--- config.mk ---
export PLATFORM = sky130hd
export DESIGN_NAME = riscvTop
export DESIGN_NICKNAME = d
export VERILOG_FILES = /design/src/hw/riscvPkg.sv /design/src/hw/aluUnit.sv /design/src/hw/controlFsm.sv /design/src/hw/immGen.sv /design/src/hw/riscvTop.sv
export SDC_FILE = /design/constraint.sdc
export NUM_CORES = 1
export LEC_CHECK = 0
export BUFFER_PORTS_ARGS = -buffer_cell sky130_fd_sc_hd__buf_2
export CAP_MARGIN = 0
export CORE_MARGIN = 2
export CORE_UTILIZATION = 53
export CTS_CLUSTER_DIAMETER = 80
export DETAILED_ROUTE_END_ITERATION = 6
export PLACE_DENSITY = 0.91
export SLEW_MARGIN = 10
export SYNTH_ARGS = -nofsm -noshare
export SYNTH_HDL_FRONTEND = slang
export SYNTH_SLANG_ARGS = --single-unit
--- constraint.sdc ---
create_clock -name CLK -period 8.3 [get_ports CLK]
set_input_delay 1.66 -clock CLK [delete_from_list [all_inputs] [get_ports CLK]]
set_output_delay 1.66 -clock CLK [all_outputs]
set_load 0.05 [all_outputs]
--- src/hw/riscvPkg.sv ---
package riscvPkg;

	typedef enum logic [6:0] {
		OPC_OP     = 7'b0110011,
		OPC_OPIMM  = 7'b0010011,
		OPC_LOAD   = 7'b0000011,
		OPC_STORE  = 7'b0100011,
		OPC_BRANCH = 7'b1100011,
		OPC_JAL    = 7'b1101111,
		OPC_SYSTEM = 7'b1110011
	} opcodeT;

	typedef enum logic [3:0] {
		ALU_ADD, ALU_SUB, ALU_AND, ALU_OR, ALU_XOR, ALU_SLT, ALU_SLL, ALU_SRL
	} aluOpT;

	typedef enum logic [2:0] {
		S_FETCH, S_DECODE, S_EXEC, S_MEMRD, S_MEMWR, S_WBALU, S_WBMEM, S_HALTED
	} cpuStateT;

	typedef enum logic [2:0] {IMM_I, IMM_S, IMM_B, IMM_J} immSelT;

	typedef enum logic {A_PC, A_REG} aSelT;

	typedef enum logic [1:0] {B_REG, B_IMM, B_FOUR} bSelT;

	// one 32-bit word, five ISA formats
	typedef struct packed {
		logic [6:0] funct7;
		logic [4:0] rs2;
		logic [4:0] rs1;
		logic [2:0] funct3;
		logic [4:0] rd;
		opcodeT     opcode;
	} rTypeT;

	typedef struct packed {
		logic [11:0] imm11to0;
		logic [4:0]  rs1;
		logic [2:0]  funct3;
		logic [4:0]  rd;
		opcodeT      opcode;
	} iTypeT;

	typedef struct packed {
		logic [6:0] imm11to5;
		logic [4:0] rs2;
		logic [4:0] rs1;
		logic [2:0] funct3;
		logic [4:0] imm4to0;
		opcodeT     opcode;
	} sTypeT;

	typedef struct packed {
		logic       imm12;
		logic [5:0] imm10to5;
		logic [4:0] rs2;
		logic [4:0] rs1;
		logic [2:0] funct3;
		logic [3:0] imm4to1;
		logic       imm11;
		opcodeT     opcode;
	} bTypeT;

	typedef struct packed {
		logic       imm20;
		logic [9:0] imm10to1;
		logic       imm11;
		logic [7:0] imm19to12;
		logic [4:0] rd;
		opcodeT     opcode;
	} jTypeT;

	typedef union packed {
		rTypeT r;
		iTypeT i;
		sTypeT s;
		bTypeT b;
		jTypeT j;
	} instrWord;

	typedef struct packed {
		logic   pcWrite;
		logic   oldPcWrite;
		logic   irWrite;
		aSelT   aSel;
		bSelT   bSel;
		aluOpT  aluOp;
		immSelT immSel;
		logic   regWrite;
		logic   wbFromMem;
		logic   wbFromPc;
		logic   memRead;
		logic   memWrite;
		logic   pcFromAluOut;
	} ctrlSignals;

	localparam logic [31:0] EBREAK_WORD = 32'h0010_0073;

endpackage

--- src/hw/aluUnit.sv ---
`timescale 1ns/1ps

module aluUnit (
	input  logic [31:0]     a,
	input  logic [31:0]     b,
	input  riscvPkg::aluOpT op,
	output logic [31:0]     result,
	output logic            zero
);

	logic signedLess;
	logic [4:0] shamt;

	assign signedLess = $signed(a) < $signed(b);

	// shift amount from the low five bits only
	assign shamt = b[4:0];

	always_comb begin
		case (op)
			riscvPkg::ALU_ADD:
				result = a + b;
			riscvPkg::ALU_SUB:
				result = a - b;
			riscvPkg::ALU_AND:
				result = a & b;
			riscvPkg::ALU_OR:
				result = a | b;
			riscvPkg::ALU_XOR:
				result = a ^ b;
			riscvPkg::ALU_SLT:
				result = {31'd0, signedLess};
			riscvPkg::ALU_SLL:
				result = a << shamt;
			riscvPkg::ALU_SRL:
				result = a >> shamt;
			default:
				result = '0;
		endcase
	end

	// used by BEQ and BNE after a subtract
	assign zero = (result == 32'd0);

endmodule

--- src/hw/controlFsm.sv ---
`timescale 1ns/1ps

module controlFsm (
	input  logic                 CLK,
	input  logic                 rstN,
	input  riscvPkg::instrWord   ir,
	input  logic                 aluZero,
	output riscvPkg::ctrlSignals ctrl,
	output logic                 halt,
	output logic [31:0]          numInst
);

	riscvPkg::cpuStateT state;
	riscvPkg::cpuStateT nextState;
	riscvPkg::opcodeT   opcode;
	logic               branchTaken;
	logic               retire;

	// funct3 to ALU operation, shared by R and I types
	function automatic riscvPkg::aluOpT decodeAluOp(input logic [2:0] funct3, input logic isSub);
		riscvPkg::aluOpT op;
		case (funct3)
			3'b000:  op = isSub ? riscvPkg::ALU_SUB : riscvPkg::ALU_ADD;
			3'b001:  op = riscvPkg::ALU_SLL;
			3'b010:  op = riscvPkg::ALU_SLT;
			3'b100:  op = riscvPkg::ALU_XOR;
			3'b101:  op = riscvPkg::ALU_SRL;
			3'b110:  op = riscvPkg::ALU_OR;
			3'b111:  op = riscvPkg::ALU_AND;
			default: op = riscvPkg::ALU_ADD;
		endcase
		return op;
	endfunction

	assign opcode = ir.r.opcode;

	// funct3 bit 0 separates BNE from BEQ
	assign branchTaken = ir.b.funct3[0] ? !aluZero : aluZero;

	always_ff @(posedge CLK or negedge rstN) begin
		if (!rstN) begin
			state <= riscvPkg::S_FETCH;
		end else begin
			state <= nextState;
		end
	end

	always_comb begin
		nextState = state;
		ctrl = '0;
		case (state)
			riscvPkg::S_FETCH: begin
				ctrl.irWrite = 1'b1;
				ctrl.oldPcWrite = 1'b1;
				ctrl.pcWrite = 1'b1;
				ctrl.aSel = riscvPkg::A_PC;
				ctrl.bSel = riscvPkg::B_FOUR;
				nextState = riscvPkg::S_DECODE;
			end
			riscvPkg::S_DECODE: begin
				// branch or jump target into ALUOut
				ctrl.aSel = riscvPkg::A_PC;
				ctrl.bSel = riscvPkg::B_IMM;
				ctrl.immSel = (opcode == riscvPkg::OPC_JAL) ? riscvPkg::IMM_J : riscvPkg::IMM_B;
				case (opcode)
					riscvPkg::OPC_OP, riscvPkg::OPC_OPIMM, riscvPkg::OPC_LOAD,
					riscvPkg::OPC_STORE, riscvPkg::OPC_BRANCH, riscvPkg::OPC_JAL:
						nextState = riscvPkg::S_EXEC;
					riscvPkg::OPC_SYSTEM:
						nextState = (ir == riscvPkg::EBREAK_WORD) ? riscvPkg::S_HALTED
							: riscvPkg::S_FETCH;
					default: nextState = riscvPkg::S_FETCH;
				endcase
			end
			riscvPkg::S_EXEC: begin
				ctrl.aSel = riscvPkg::A_REG;
				nextState = riscvPkg::S_FETCH;
				case (opcode)
					riscvPkg::OPC_OP: begin
						ctrl.bSel = riscvPkg::B_REG;
						ctrl.aluOp = decodeAluOp(ir.r.funct3, ir.r.funct7[5]);
						nextState = riscvPkg::S_WBALU;
					end
					riscvPkg::OPC_OPIMM: begin
						ctrl.bSel = riscvPkg::B_IMM;
						ctrl.immSel = riscvPkg::IMM_I;
						ctrl.aluOp = decodeAluOp(ir.i.funct3, 1'b0);
						nextState = riscvPkg::S_WBALU;
					end
					riscvPkg::OPC_LOAD: begin
						ctrl.bSel = riscvPkg::B_IMM;
						ctrl.immSel = riscvPkg::IMM_I;
						nextState = riscvPkg::S_MEMRD;
					end
					riscvPkg::OPC_STORE: begin
						ctrl.bSel = riscvPkg::B_IMM;
						ctrl.immSel = riscvPkg::IMM_S;
						nextState = riscvPkg::S_MEMWR;
					end
					riscvPkg::OPC_BRANCH: begin
						ctrl.bSel = riscvPkg::B_REG;
						ctrl.aluOp = riscvPkg::ALU_SUB;
						ctrl.pcWrite = branchTaken;
						ctrl.pcFromAluOut = 1'b1;
					end
					riscvPkg::OPC_JAL: begin
						// link value is the already incremented PC
						ctrl.regWrite = 1'b1;
						ctrl.wbFromPc = 1'b1;
						ctrl.pcWrite = 1'b1;
						ctrl.pcFromAluOut = 1'b1;
					end
					default: nextState = riscvPkg::S_FETCH;
				endcase
			end
			riscvPkg::S_MEMRD: begin
				ctrl.memRead = 1'b1;
				nextState = riscvPkg::S_WBMEM;
			end
			riscvPkg::S_MEMWR: begin
				ctrl.memWrite = 1'b1;
				nextState = riscvPkg::S_FETCH;
			end
			riscvPkg::S_WBALU: begin
				ctrl.regWrite = 1'b1;
				nextState = riscvPkg::S_FETCH;
			end
			riscvPkg::S_WBMEM: begin
				ctrl.regWrite = 1'b1;
				ctrl.wbFromMem = 1'b1;
				nextState = riscvPkg::S_FETCH;
			end
			default: nextState = riscvPkg::S_HALTED;
		endcase
	end

	// last cycle of each instruction
	assign retire = (state == riscvPkg::S_WBALU) || (state == riscvPkg::S_WBMEM)
		|| (state == riscvPkg::S_MEMWR)
		|| ((state == riscvPkg::S_EXEC)
			&& ((opcode == riscvPkg::OPC_BRANCH) || (opcode == riscvPkg::OPC_JAL)));

	always_ff @(posedge CLK or negedge rstN) begin
		if (!rstN) begin
			numInst <= '0;
		end else if (retire) begin
			numInst <= numInst + 32'd1;
		end
	end

	assign halt = (state == riscvPkg::S_HALTED);

endmodule

--- src/hw/immGen.sv ---
`timescale 1ns/1ps

module immGen (
	input  riscvPkg::instrWord ir,
	input  riscvPkg::immSelT   immSel,
	output logic [31:0]        imm
);

	logic [31:0] immI;
	logic [31:0] immS;
	logic [31:0] immB;
	logic [31:0] immJ;

	assign immI = {{20{ir.i.imm11to0[11]}}, ir.i.imm11to0};

	assign immS = {{20{ir.s.imm11to5[6]}}, ir.s.imm11to5, ir.s.imm4to0};

	// B and J offsets are in halfwords, low bit always zero
	assign immB = {{19{ir.b.imm12}}, ir.b.imm12, ir.b.imm11,
		ir.b.imm10to5, ir.b.imm4to1, 1'b0};

	assign immJ = {{11{ir.j.imm20}}, ir.j.imm20, ir.j.imm19to12,
		ir.j.imm11, ir.j.imm10to1, 1'b0};

	always_comb begin
		case (immSel)
			riscvPkg::IMM_I:
				imm = immI;
			riscvPkg::IMM_S:
				imm = immS;
			riscvPkg::IMM_B:
				imm = immB;
			riscvPkg::IMM_J:
				imm = immJ;
			default:
				imm = '0;
		endcase
	end

endmodule

--- src/hw/riscvTop.sv ---
`timescale 1ns/1ps

module riscvTop #(
	parameter int addrWidth = 12
) (
	input  logic                 CLK,
	input  logic                 rstN,

	// instruction memory, byte address
	output logic                 iMemCsN,
	input  logic [31:0]          iMemData,
	output logic [addrWidth-1:0] iMemAddr,

	// data memory, byte address
	output logic                 dMemCsN,
	output logic                 dMemWeN,
	output logic [addrWidth-1:0] dMemAddr,
	output logic [31:0]          dMemWdata,
	input  logic [31:0]          dMemRdata,

	// register file
	output logic                 rfWe,
	output logic [4:0]           rfRa1,
	output logic [4:0]           rfRa2,
	output logic [4:0]           rfWa,
	input  logic [31:0]          rfRd1,
	input  logic [31:0]          rfRd2,
	output logic [31:0]          rfWd,

	output logic                 halt,
	output logic [31:0]          numInst,
	output logic [31:0]          outputPort
);

	riscvPkg::ctrlSignals ctrl;
	riscvPkg::instrWord   ir;

	logic [addrWidth-1:0] pc;
	logic [addrWidth-1:0] oldPc;
	logic [addrWidth-1:0] instrPc;
	logic [addrWidth-1:0] pcNext;
	logic [31:0]          pcExt;
	logic [31:0]          instrPcExt;
	logic [31:0]          mdr;
	logic [31:0]          regA;
	logic [31:0]          regB;
	logic [31:0]          aluOut;
	logic [31:0]          imm;
	logic [31:0]          aluA;
	logic [31:0]          aluB;
	logic [31:0]          aluResult;
	logic                 aluZero;

	controlFsm fsm0 (
		.CLK     (CLK),
		.rstN    (rstN),
		.ir      (ir),
		.aluZero (aluZero),
		.ctrl    (ctrl),
		.halt    (halt),
		.numInst (numInst)
	);

	immGen imm0 (
		.ir     (ir),
		.immSel (ctrl.immSel),
		.imm    (imm)
	);

	aluUnit alu0 (
		.a      (aluA),
		.b      (aluB),
		.op     (ctrl.aluOp),
		.result (aluResult),
		.zero   (aluZero)
	);

	always_ff @(posedge CLK or negedge rstN) begin
		if (!rstN) begin
			pc <= '0;
		end else if (ctrl.pcWrite) begin
			pc <= pcNext;
		end
	end

	// address of the instruction in flight
	always_ff @(posedge CLK) begin
		if (ctrl.oldPcWrite) begin
			oldPc <= pc;
		end
	end

	always_ff @(posedge CLK) begin
		if (ctrl.irWrite) begin
			ir <= iMemData;
		end
	end

	// operand, data and result latches load every cycle
	always_ff @(posedge CLK) begin
		regA <= rfRd1;
		regB <= rfRd2;
		mdr <= dMemRdata;
		aluOut <= aluResult;
	end

	assign pcNext = ctrl.pcFromAluOut ? aluOut[addrWidth-1:0] : aluResult[addrWidth-1:0];

	// oldPc is only valid once FETCH has passed
	assign instrPc = ctrl.irWrite ? pc : oldPc;
	assign instrPcExt = {{(32 - addrWidth){1'b0}}, instrPc};
	assign pcExt = {{(32 - addrWidth){1'b0}}, pc};

	assign aluA = (ctrl.aSel == riscvPkg::A_REG) ? regA : instrPcExt;

	always_comb begin
		case (ctrl.bSel)
			riscvPkg::B_REG:  aluB = regB;
			riscvPkg::B_IMM:  aluB = imm;
			riscvPkg::B_FOUR: aluB = 32'd4;
			default:          aluB = regB;
		endcase
	end

	// writeback source, pc already holds old pc plus four for JAL
	always_comb begin
		if (ctrl.wbFromPc) begin
			rfWd = pcExt;
		end else if (ctrl.wbFromMem) begin
			rfWd = mdr;
		end else begin
			rfWd = aluOut;
		end
	end

	assign iMemCsN = !ctrl.irWrite;
	assign iMemAddr = pc;

	assign dMemCsN = !(ctrl.memRead || ctrl.memWrite);
	assign dMemWeN = !ctrl.memWrite;
	assign dMemAddr = aluOut[addrWidth-1:0];
	assign dMemWdata = regB;

	assign rfWe = ctrl.regWrite;
	assign rfRa1 = ir.r.rs1;
	assign rfRa2 = ir.r.rs2;
	assign rfWa = ir.r.rd;

	assign outputPort = rfWd;

endmodule

# Word level (Yosys, flattened, before mapping)
# Index checks and enable logic that the tools add are counted.
dict set report classes {
  add_sub_neg 3
  n_shift 2
  bitwise 3
  n_reduce_logical 21
  n_eq_ne 33
  magnitude_cmp 1
  muxes 34
}
# op count
set ops {}
lappend ops {{$pmux 32 s8} 1}
lappend ops {{$pmux 32 s4} 1}
lappend ops {{$mux 32} 3}
lappend ops {{$pmux 32 s2} 1}
lappend ops {{$add 32x1->32 const B} 1}
lappend ops {{$add 32x32->32} 1}
lappend ops {{$and 32x32->32} 1}
lappend ops {{$eq 32x21->1 const B} 1}
lappend ops {{$logic_not 32->1} 1}
lappend ops {{$lt 32x32->1} 1}
lappend ops {{$or 32x32->32} 1}
lappend ops {{$shl 32x5->32} 1}
lappend ops {{$shr 32x5->32} 1}
lappend ops {{$sub 32x32->32} 1}
lappend ops {{$xor 32x32->32} 1}
lappend ops {{$pmux 4 s7} 1}
lappend ops {{$eq 3x3->1 const B} 8}
lappend ops {{$mux 12} 2}
lappend ops {{$eq 7x7->1 const B} 3}
lappend ops {{$pmux 3 s3} 2}
lappend ops {{$pmux 3 s6} 1}
lappend ops {{$eq 4x3->1 const B} 4}
lappend ops {{$eq 3x2->1 const B} 5}
lappend ops {{$pmux 3 s5} 1}
lappend ops {{23 further kinds} 53}
dict set report totals {
  out_inout_bits 172
  in_bits 130
  word_cells 106
  regBits 219
}

# Depth between registers and ports, before layout
dict set report depth {
  word_depth 13
  depth_mapped 35
  mapped_depth_nobuf 28
}

# Modules after synthesis
# Synthesis repeated with hierarchy kept, for this count alone.
dict set report hier_totals {
  hier_cells 2078
  area_unflattened_um2 17979.7
}
# mod cells_per_inst n_inst seq_area_each_um2 area_per_inst_um2
set by_module_without_submodules {}
lappend by_module_without_submodules {aluUnit 1330 1 0.0 9342.7}
lappend by_module_without_submodules {riscvTop 480 1 4184.0 6233.5}
lappend by_module_without_submodules {controlFsm 210 1 875.8 2008.2}
lappend by_module_without_submodules {immGen 58 1 0.0 395.4}

# Worst setup path after synthesis
# No wires, ideal clock.
dict set report synth_path {
  path_type {register -> register}
  from {register fsm0.state[1]}
  to {register pc[10] (netlist: iMemAddr[10])}
  setup_ns 0.125
  synth_period_minus_slack_ns 8.180
  required_ns 8.175
  stages_incl_launch_ff 36
  path_slack_ns 0.120
  n_path_buf 8
  arrival_time_ns 8.054
  path_cell_list {dfrtp_1 buf_4 buf_1 clkbuf_1 nor2b_1 nand3_1 a21o_1 inv_1 ha_1 nor2b_1 clkbuf_1 nand3_1 mux2_4 nand2_8 buf_6 clkbuf_1 clkbuf_1 ha_1 inv_1 fa_1 nand2b_1 a21oi_1 nor3_1 mux2_2 o41ai_1 o211a_1 nor2_1 o31ai_1 o221ai_1 a21o_1 or4bb_1 nor4_2 mux2i_1 a211oi_2 buf_6 mux2_4}
}
dict set report synth_between {
  elab_chain_cells 12
  word_cells_on_any_way 41
  classes_between {add/sub: 2; order compare: 1; eq/ne: 14; shift: 2; mux: 14; bitwise: 3; reduce/logical: 5}
}
# item line_no
set synth_lines {}
lappend synth_lines {{start: declaration} controlFsm.sv:13} ;# riscvPkg::cpuStateT state;
lappend synth_lines {{start signal: assignment} controlFsm.sv:42} ;# state <= riscvPkg::S_FETCH;
lappend synth_lines {{start signal: assignment} controlFsm.sv:44} ;# state <= nextState;
lappend synth_lines {{$eq 3x2->1 / $eq 3x1->1 (equally long branches)} controlFsm.sv:51} ;# case (state)
lappend synth_lines {{$pmux 3 s2} controlFsm.sv:51}
lappend synth_lines {{$eq 3x2->1 (tied with other cells)} immGen.sv:26} ;# case (immSel)
lappend synth_lines {{$pmux 32 s4} immGen.sv:26}
lappend synth_lines {{$pmux 32 s2} riscvTop.sv:117} ;# case (ctrl.bSel)
lappend synth_lines {{$sub 32x32->32 (tied with other cells)} aluUnit.sv:24} ;# result = a - b;
lappend synth_lines {{$pmux 32 s8 (*)} aluUnit.sv:20} ;# case (op)
lappend synth_lines {{via alu0.result[26]} aluUnit.sv:7} ;# output logic [31:0] result,
lappend synth_lines {{$logic_not 32->1 (*)} aluUnit.sv:43} ;# assign zero = (result == 32'd0);
lappend synth_lines {{$logic_not 1->1} controlFsm.sv:38} ;# assign branchTaken = ir.b.funct3[0] ? !aluZero : aluZero;
lappend synth_lines {{$mux 1 (*)} controlFsm.sv:38}
lappend synth_lines {{$pmux 1 s2 (*)} controlFsm.sv:78} ;# case (opcode)
lappend synth_lines {{$pmux 1 s2 (*)} controlFsm.sv:51}
lappend synth_lines {{end signal: assignment} riscvTop.sv:82} ;# pc <= pcNext;
lappend synth_lines {{end: declaration} riscvTop.sv:38} ;# logic [addrWidth-1:0] pc;
# Mark *: on every way through the listed nets, which the timed path passes. The rest lies on a longest branch.
# A chain may end at the register's enable or synchronous reset.

# Worst setup path in the final report
dict set report layout_path {
  from {register ir[3] in the netlist's numbering}
  to {register pc[0] (netlist: iMemAddr[0])}
}
dict set report layout_between {
  elab_chain_cells 13
  word_cells_on_any_way 48
  classes_between {add/sub: 2; order compare: 1; eq/ne: 18; shift: 2; mux: 16; bitwise: 3; reduce/logical: 6}
}
# item line_no
set layout_lines {}
lappend layout_lines {{start: declaration} riscvTop.sv:36} ;# riscvPkg::instrWord ir;
lappend layout_lines {{start signal: assignment} riscvTop.sv:95} ;# ir <= iMemData;
lappend layout_lines {{$eq 7x6->1 (tied with other cells)} controlFsm.sv:78}
lappend layout_lines {{$mux 1 (tied with other cells)} controlFsm.sv:78}
lappend layout_lines {{$pmux 3 s2 / $mux 1 (equally long branches)} {controlFsm.sv:51, controlFsm.sv:78}}
lappend layout_lines {{$eq 3x2->1 (tied with other cells)} immGen.sv:26}
lappend layout_lines {{$pmux 32 s4 (tied with other cells)} immGen.sv:26}
lappend layout_lines {{$pmux 32 s2} riscvTop.sv:117}
lappend layout_lines {{$sub 32x32->32 (tied with other cells)} aluUnit.sv:24}
lappend layout_lines {{$pmux 32 s8 (*)} aluUnit.sv:20}
lappend layout_lines {{via alu0.result[23]} aluUnit.sv:7}
lappend layout_lines {{$logic_not 32->1 (*)} aluUnit.sv:43}
lappend layout_lines {{$logic_not 1->1} controlFsm.sv:38}
lappend layout_lines {{$mux 1 (*)} controlFsm.sv:38}
lappend layout_lines {{$pmux 1 s2 (*)} controlFsm.sv:78}
lappend layout_lines {{$pmux 1 s2 (*)} controlFsm.sv:51}
# Marks and branches as above.

==> summary.md <==
| Metric | Value |
|---|---|
| Detail Route Antenna Nets | 0 |
| Core area | roughly 34,000 µm² |
| Violated checks | design-rule violations |
| Effective utilization at floorplan | 54.0% |
| Clock latency at the later pin of the worst-skew pair | just under 0.6 ns |
| Vias in the first global route | between 20,000 and 25,000 |
| Number of vias after detailed routing | 20,937 |
| Mapped cell area | 18,100 µm² |
| Routed wire length per instance | 30.9 µm |
| Synth cell count leaders | nand2_1, nor2_1, a21oi_1 |
| Final HPWL from detailed placement | around 70,000 µm |
| Slew at the pin with the worst max-slew slack | ~1.4 ns |
| Clock tree buffer depth | 3 |
| Number of synthesized flops with an enable pin | 44 |
| Total Routed Length | between 90,000 and 100,000 µm |
| Detailed router's first-iteration violation count | between 3,000 and 4,000 |
| CTS tree | done |
| Number of port buffers | between 300 and 400 |
| Most used DFF post-synth | dfxtp_1 |
| Number of failing setup endpoints in the final timing report | 0 |
| Achievable frequency | around 120 MHz |
| Placer's final routability congestion estimate | ~1.1 |
| Relative max-transition margin | between 6 and 7% |
| YS warnings | 0 |
| Net count of the mapped netlist | 2,481 |
| Endpoint class of the critical path | flop |
| Worst Hold Class | flop to flop |
| Number of pins with negative max-slew slack in the final report | 0 |
| Mapped Cells | 2,246 |
| Path type of the worst setup path | flop to flop |
| Root Buffer Master | clkbuf_16 |
| Cell types with the largest area share after synthesis | dfxtp_1, edfxtp_1, ha_1 |
| Maxcap violations | 0 |
| Sink Count | 219 |
| Die Ht | around 190 µm |
| Arrival time of data at the critical path endpoint | approximately 8.7 ns |
| Max stage delay cell, worst path | a311oi_1 |
| Hold bufs inserted after CTS | 0 |
| Setup repair after global routing missed its margin | false |
| Remaining design rule violation count | 15 |
| Post-synthesis area per instance | 8.08 µm² |
| Data required time of the critical path | between 8 and 9 ns |
| Fraction of post-synthesis cell area in the top cell type by area | around 14% |
| Top-count cell post-synth | nand2_1 |
| Skew final | about 0.015 ns |
| Detailed-route vias per instance | slightly above 7 |
| Clock slew seen by the registers of the worst setup and hold paths | ~0.07 ns |
| Depth of the CTS H-tree | 1 |
| Largest net degree at the start of global routing | 54 |
| Area growth from synthesis to final layout | 15.4% |
| Fraction of synthesis flops using an asynchronous set or reset pin | a little over a fifth |
| Final critical-path required period | a little over 8 ns |
| Synth cell types | between 100 and 150 |
| Initial antenna violation count | 3 |
| Core Rows | 67 |
| Count of boundary I/O pins | just over 300 |
| DRT Pass-1 Iters | 7 |
| Wire length of the first global-routing pass | approximately 130,000 µm |
| Total of flip-flops plus latches after synthesis | between 200 and 250 |
| Die Footprint | around 36,000 µm² |
| Fraction of final layout cells sized beyond drive strength 1 | between 20% and 30% |
| Maximum cell stage delay along the critical path | about 0.67 ns |
| Overall routing resource usage | 49.8% |
| Final-layout setup total negative slack | 0 ns |
| Outcome | finished with violations |
| Net count, final | 2,723 |
| Area leader, netlist | dfxtp_1 |
| Total congestion overflow | 0 |
| Hold Fails Final Rpt | 0 |
| Floorplan die width | roughly 190 µm |
| Worst-path maximum fanout | 12 |
| Type of origin of the critical path | flop |
| Period utilisation layout | 99.3% |
| Number of buffers inserted during clock tree synthesis | 25 |
| Portion of the post-synthesis area used by sequential elements | 27.9% |
[what timing repair did]
| item | CTS | global route |
|---|---|---|
| buffers inserted | 0 | 0 |
| gates resized for setup | 0 | 2 |
| setup endpoints to repair | 0 | 12 |
[metrics by stage]
step | cell area (µm²) | worst slack, ns | cells | util [%] | hold slack (ns)
after floorplan | 18100 | 0.120 | 2246 | - | 0.564
after global placement | 20100 | 0.674 | 2907 | 59.7 | 0.458
after detailed placement | 20100 | 0.505 | 2907 | 59.7 | 0.490
after CTS | 20900 | 0.489 | 2953 | 62.2 | 0.496
after global routing | 20900 | 0.0161 | 2955 | 62.3 | 0.518
final | 20900 | 0.0619 | 2957 | 62.3 | 0.497
[final timing paths]
check	end	depth (start not counted)	startpoint	slack, ns
min in group asynchronous	fsm0.numInst[14]	1	rstN	1.29
max	iMemAddr[0]	28	ir[3]	0.06
min	fsm0.numInst[29]	1	fsm0.numInst[29]	0.50
max reg2reg	iMemAddr[0]	28	ir[3]	0.06
max in group asynchronous	iMemAddr[10]	1	rstN	6.32
min reg2reg	fsm0.numInst[29]	1	fsm0.numInst[29]	0.50
[worst max-delay path: cells and delay by family, from the launching register on]
| family | cells | cell delay, ns |
|---|---|---|
| AND/OR/NAND/NOR | 11 | 3.02 |
| AO/OA/AOI/OAI | 10 | 3.05 |
| buffers and inverters | 3 | 0.46 |
| flip-flops | 1 | 0.45 |
| multiplexers | 2 | 0.44 |
| adder cells (fa/ha/maj) | 2 | 0.67 |
[per-layer routing]
metal / up-vias / track usage (%) / wire length [µm]
met5: - / 0 / 12
met4: 2 / 41.3 / 9340
met3: 477 / 12.4 / 10900
met2: 1856 / 74.1 / 38300
met1: 9820 / 60.6 / 32900
li1: 8782 / - / -
[cells in the final DEF, fill, tap and decap left out, drive strengths merged, types with 39 or more instances in the layout]
cell	count
nand3	75
edfxtp	44
dfxtp	128
a211oi	42
dfrtp	47
nand2	246
xnor2	45
inv	113
mux2	44
mux2i	89
buf	415
nor3	61
o211ai	39
nor2	163
o21ai	122
ha	103
a21oi	147
[registers in the layout, indices dropped and copies added, names as in the netlist]
name,flops
fsm0.state,3
iMemAddr,12
regA,32
ir,32
mdr,32
aluOut,32
oldPc,12
fsm0.numInst,32
dMemWdata,32
[logic make-up (layout without fill, tap and decap cells)]
group | Yosys count | count (layout) | share of synthesized area, %
adders and majority gates | 105 | 105 | 7.32
muxes | 136 | 136 | 8.28
AOI/OAI and AO/OA | 699 | 699 | 26.6
DFF | 219 | 219 | 27.9
xor gates and xnor gates | 52 | 52 | 2.51
and+or+nand+nor | 724 | 724 | 19.2
other | 0 | 2 | 0
buffers and inverters | 311 | 572 | 8.17
[cell type report]
class	count	area, µm²
Clock buffer	31	721
Multi-Input combinational cell	1716	11700
Inverter	109	417
Fill cell	2925	12700
Clock inverter	15	108
Timing Repair Buffer	417	2410
Sequential cell	219	5060
Antenna cell	2	5.00
Tap cell	448	561
Power is left out: the tool's default activity adds up to more than one toggle a clock period on the data nets, which glitch-free logic cannot reach.
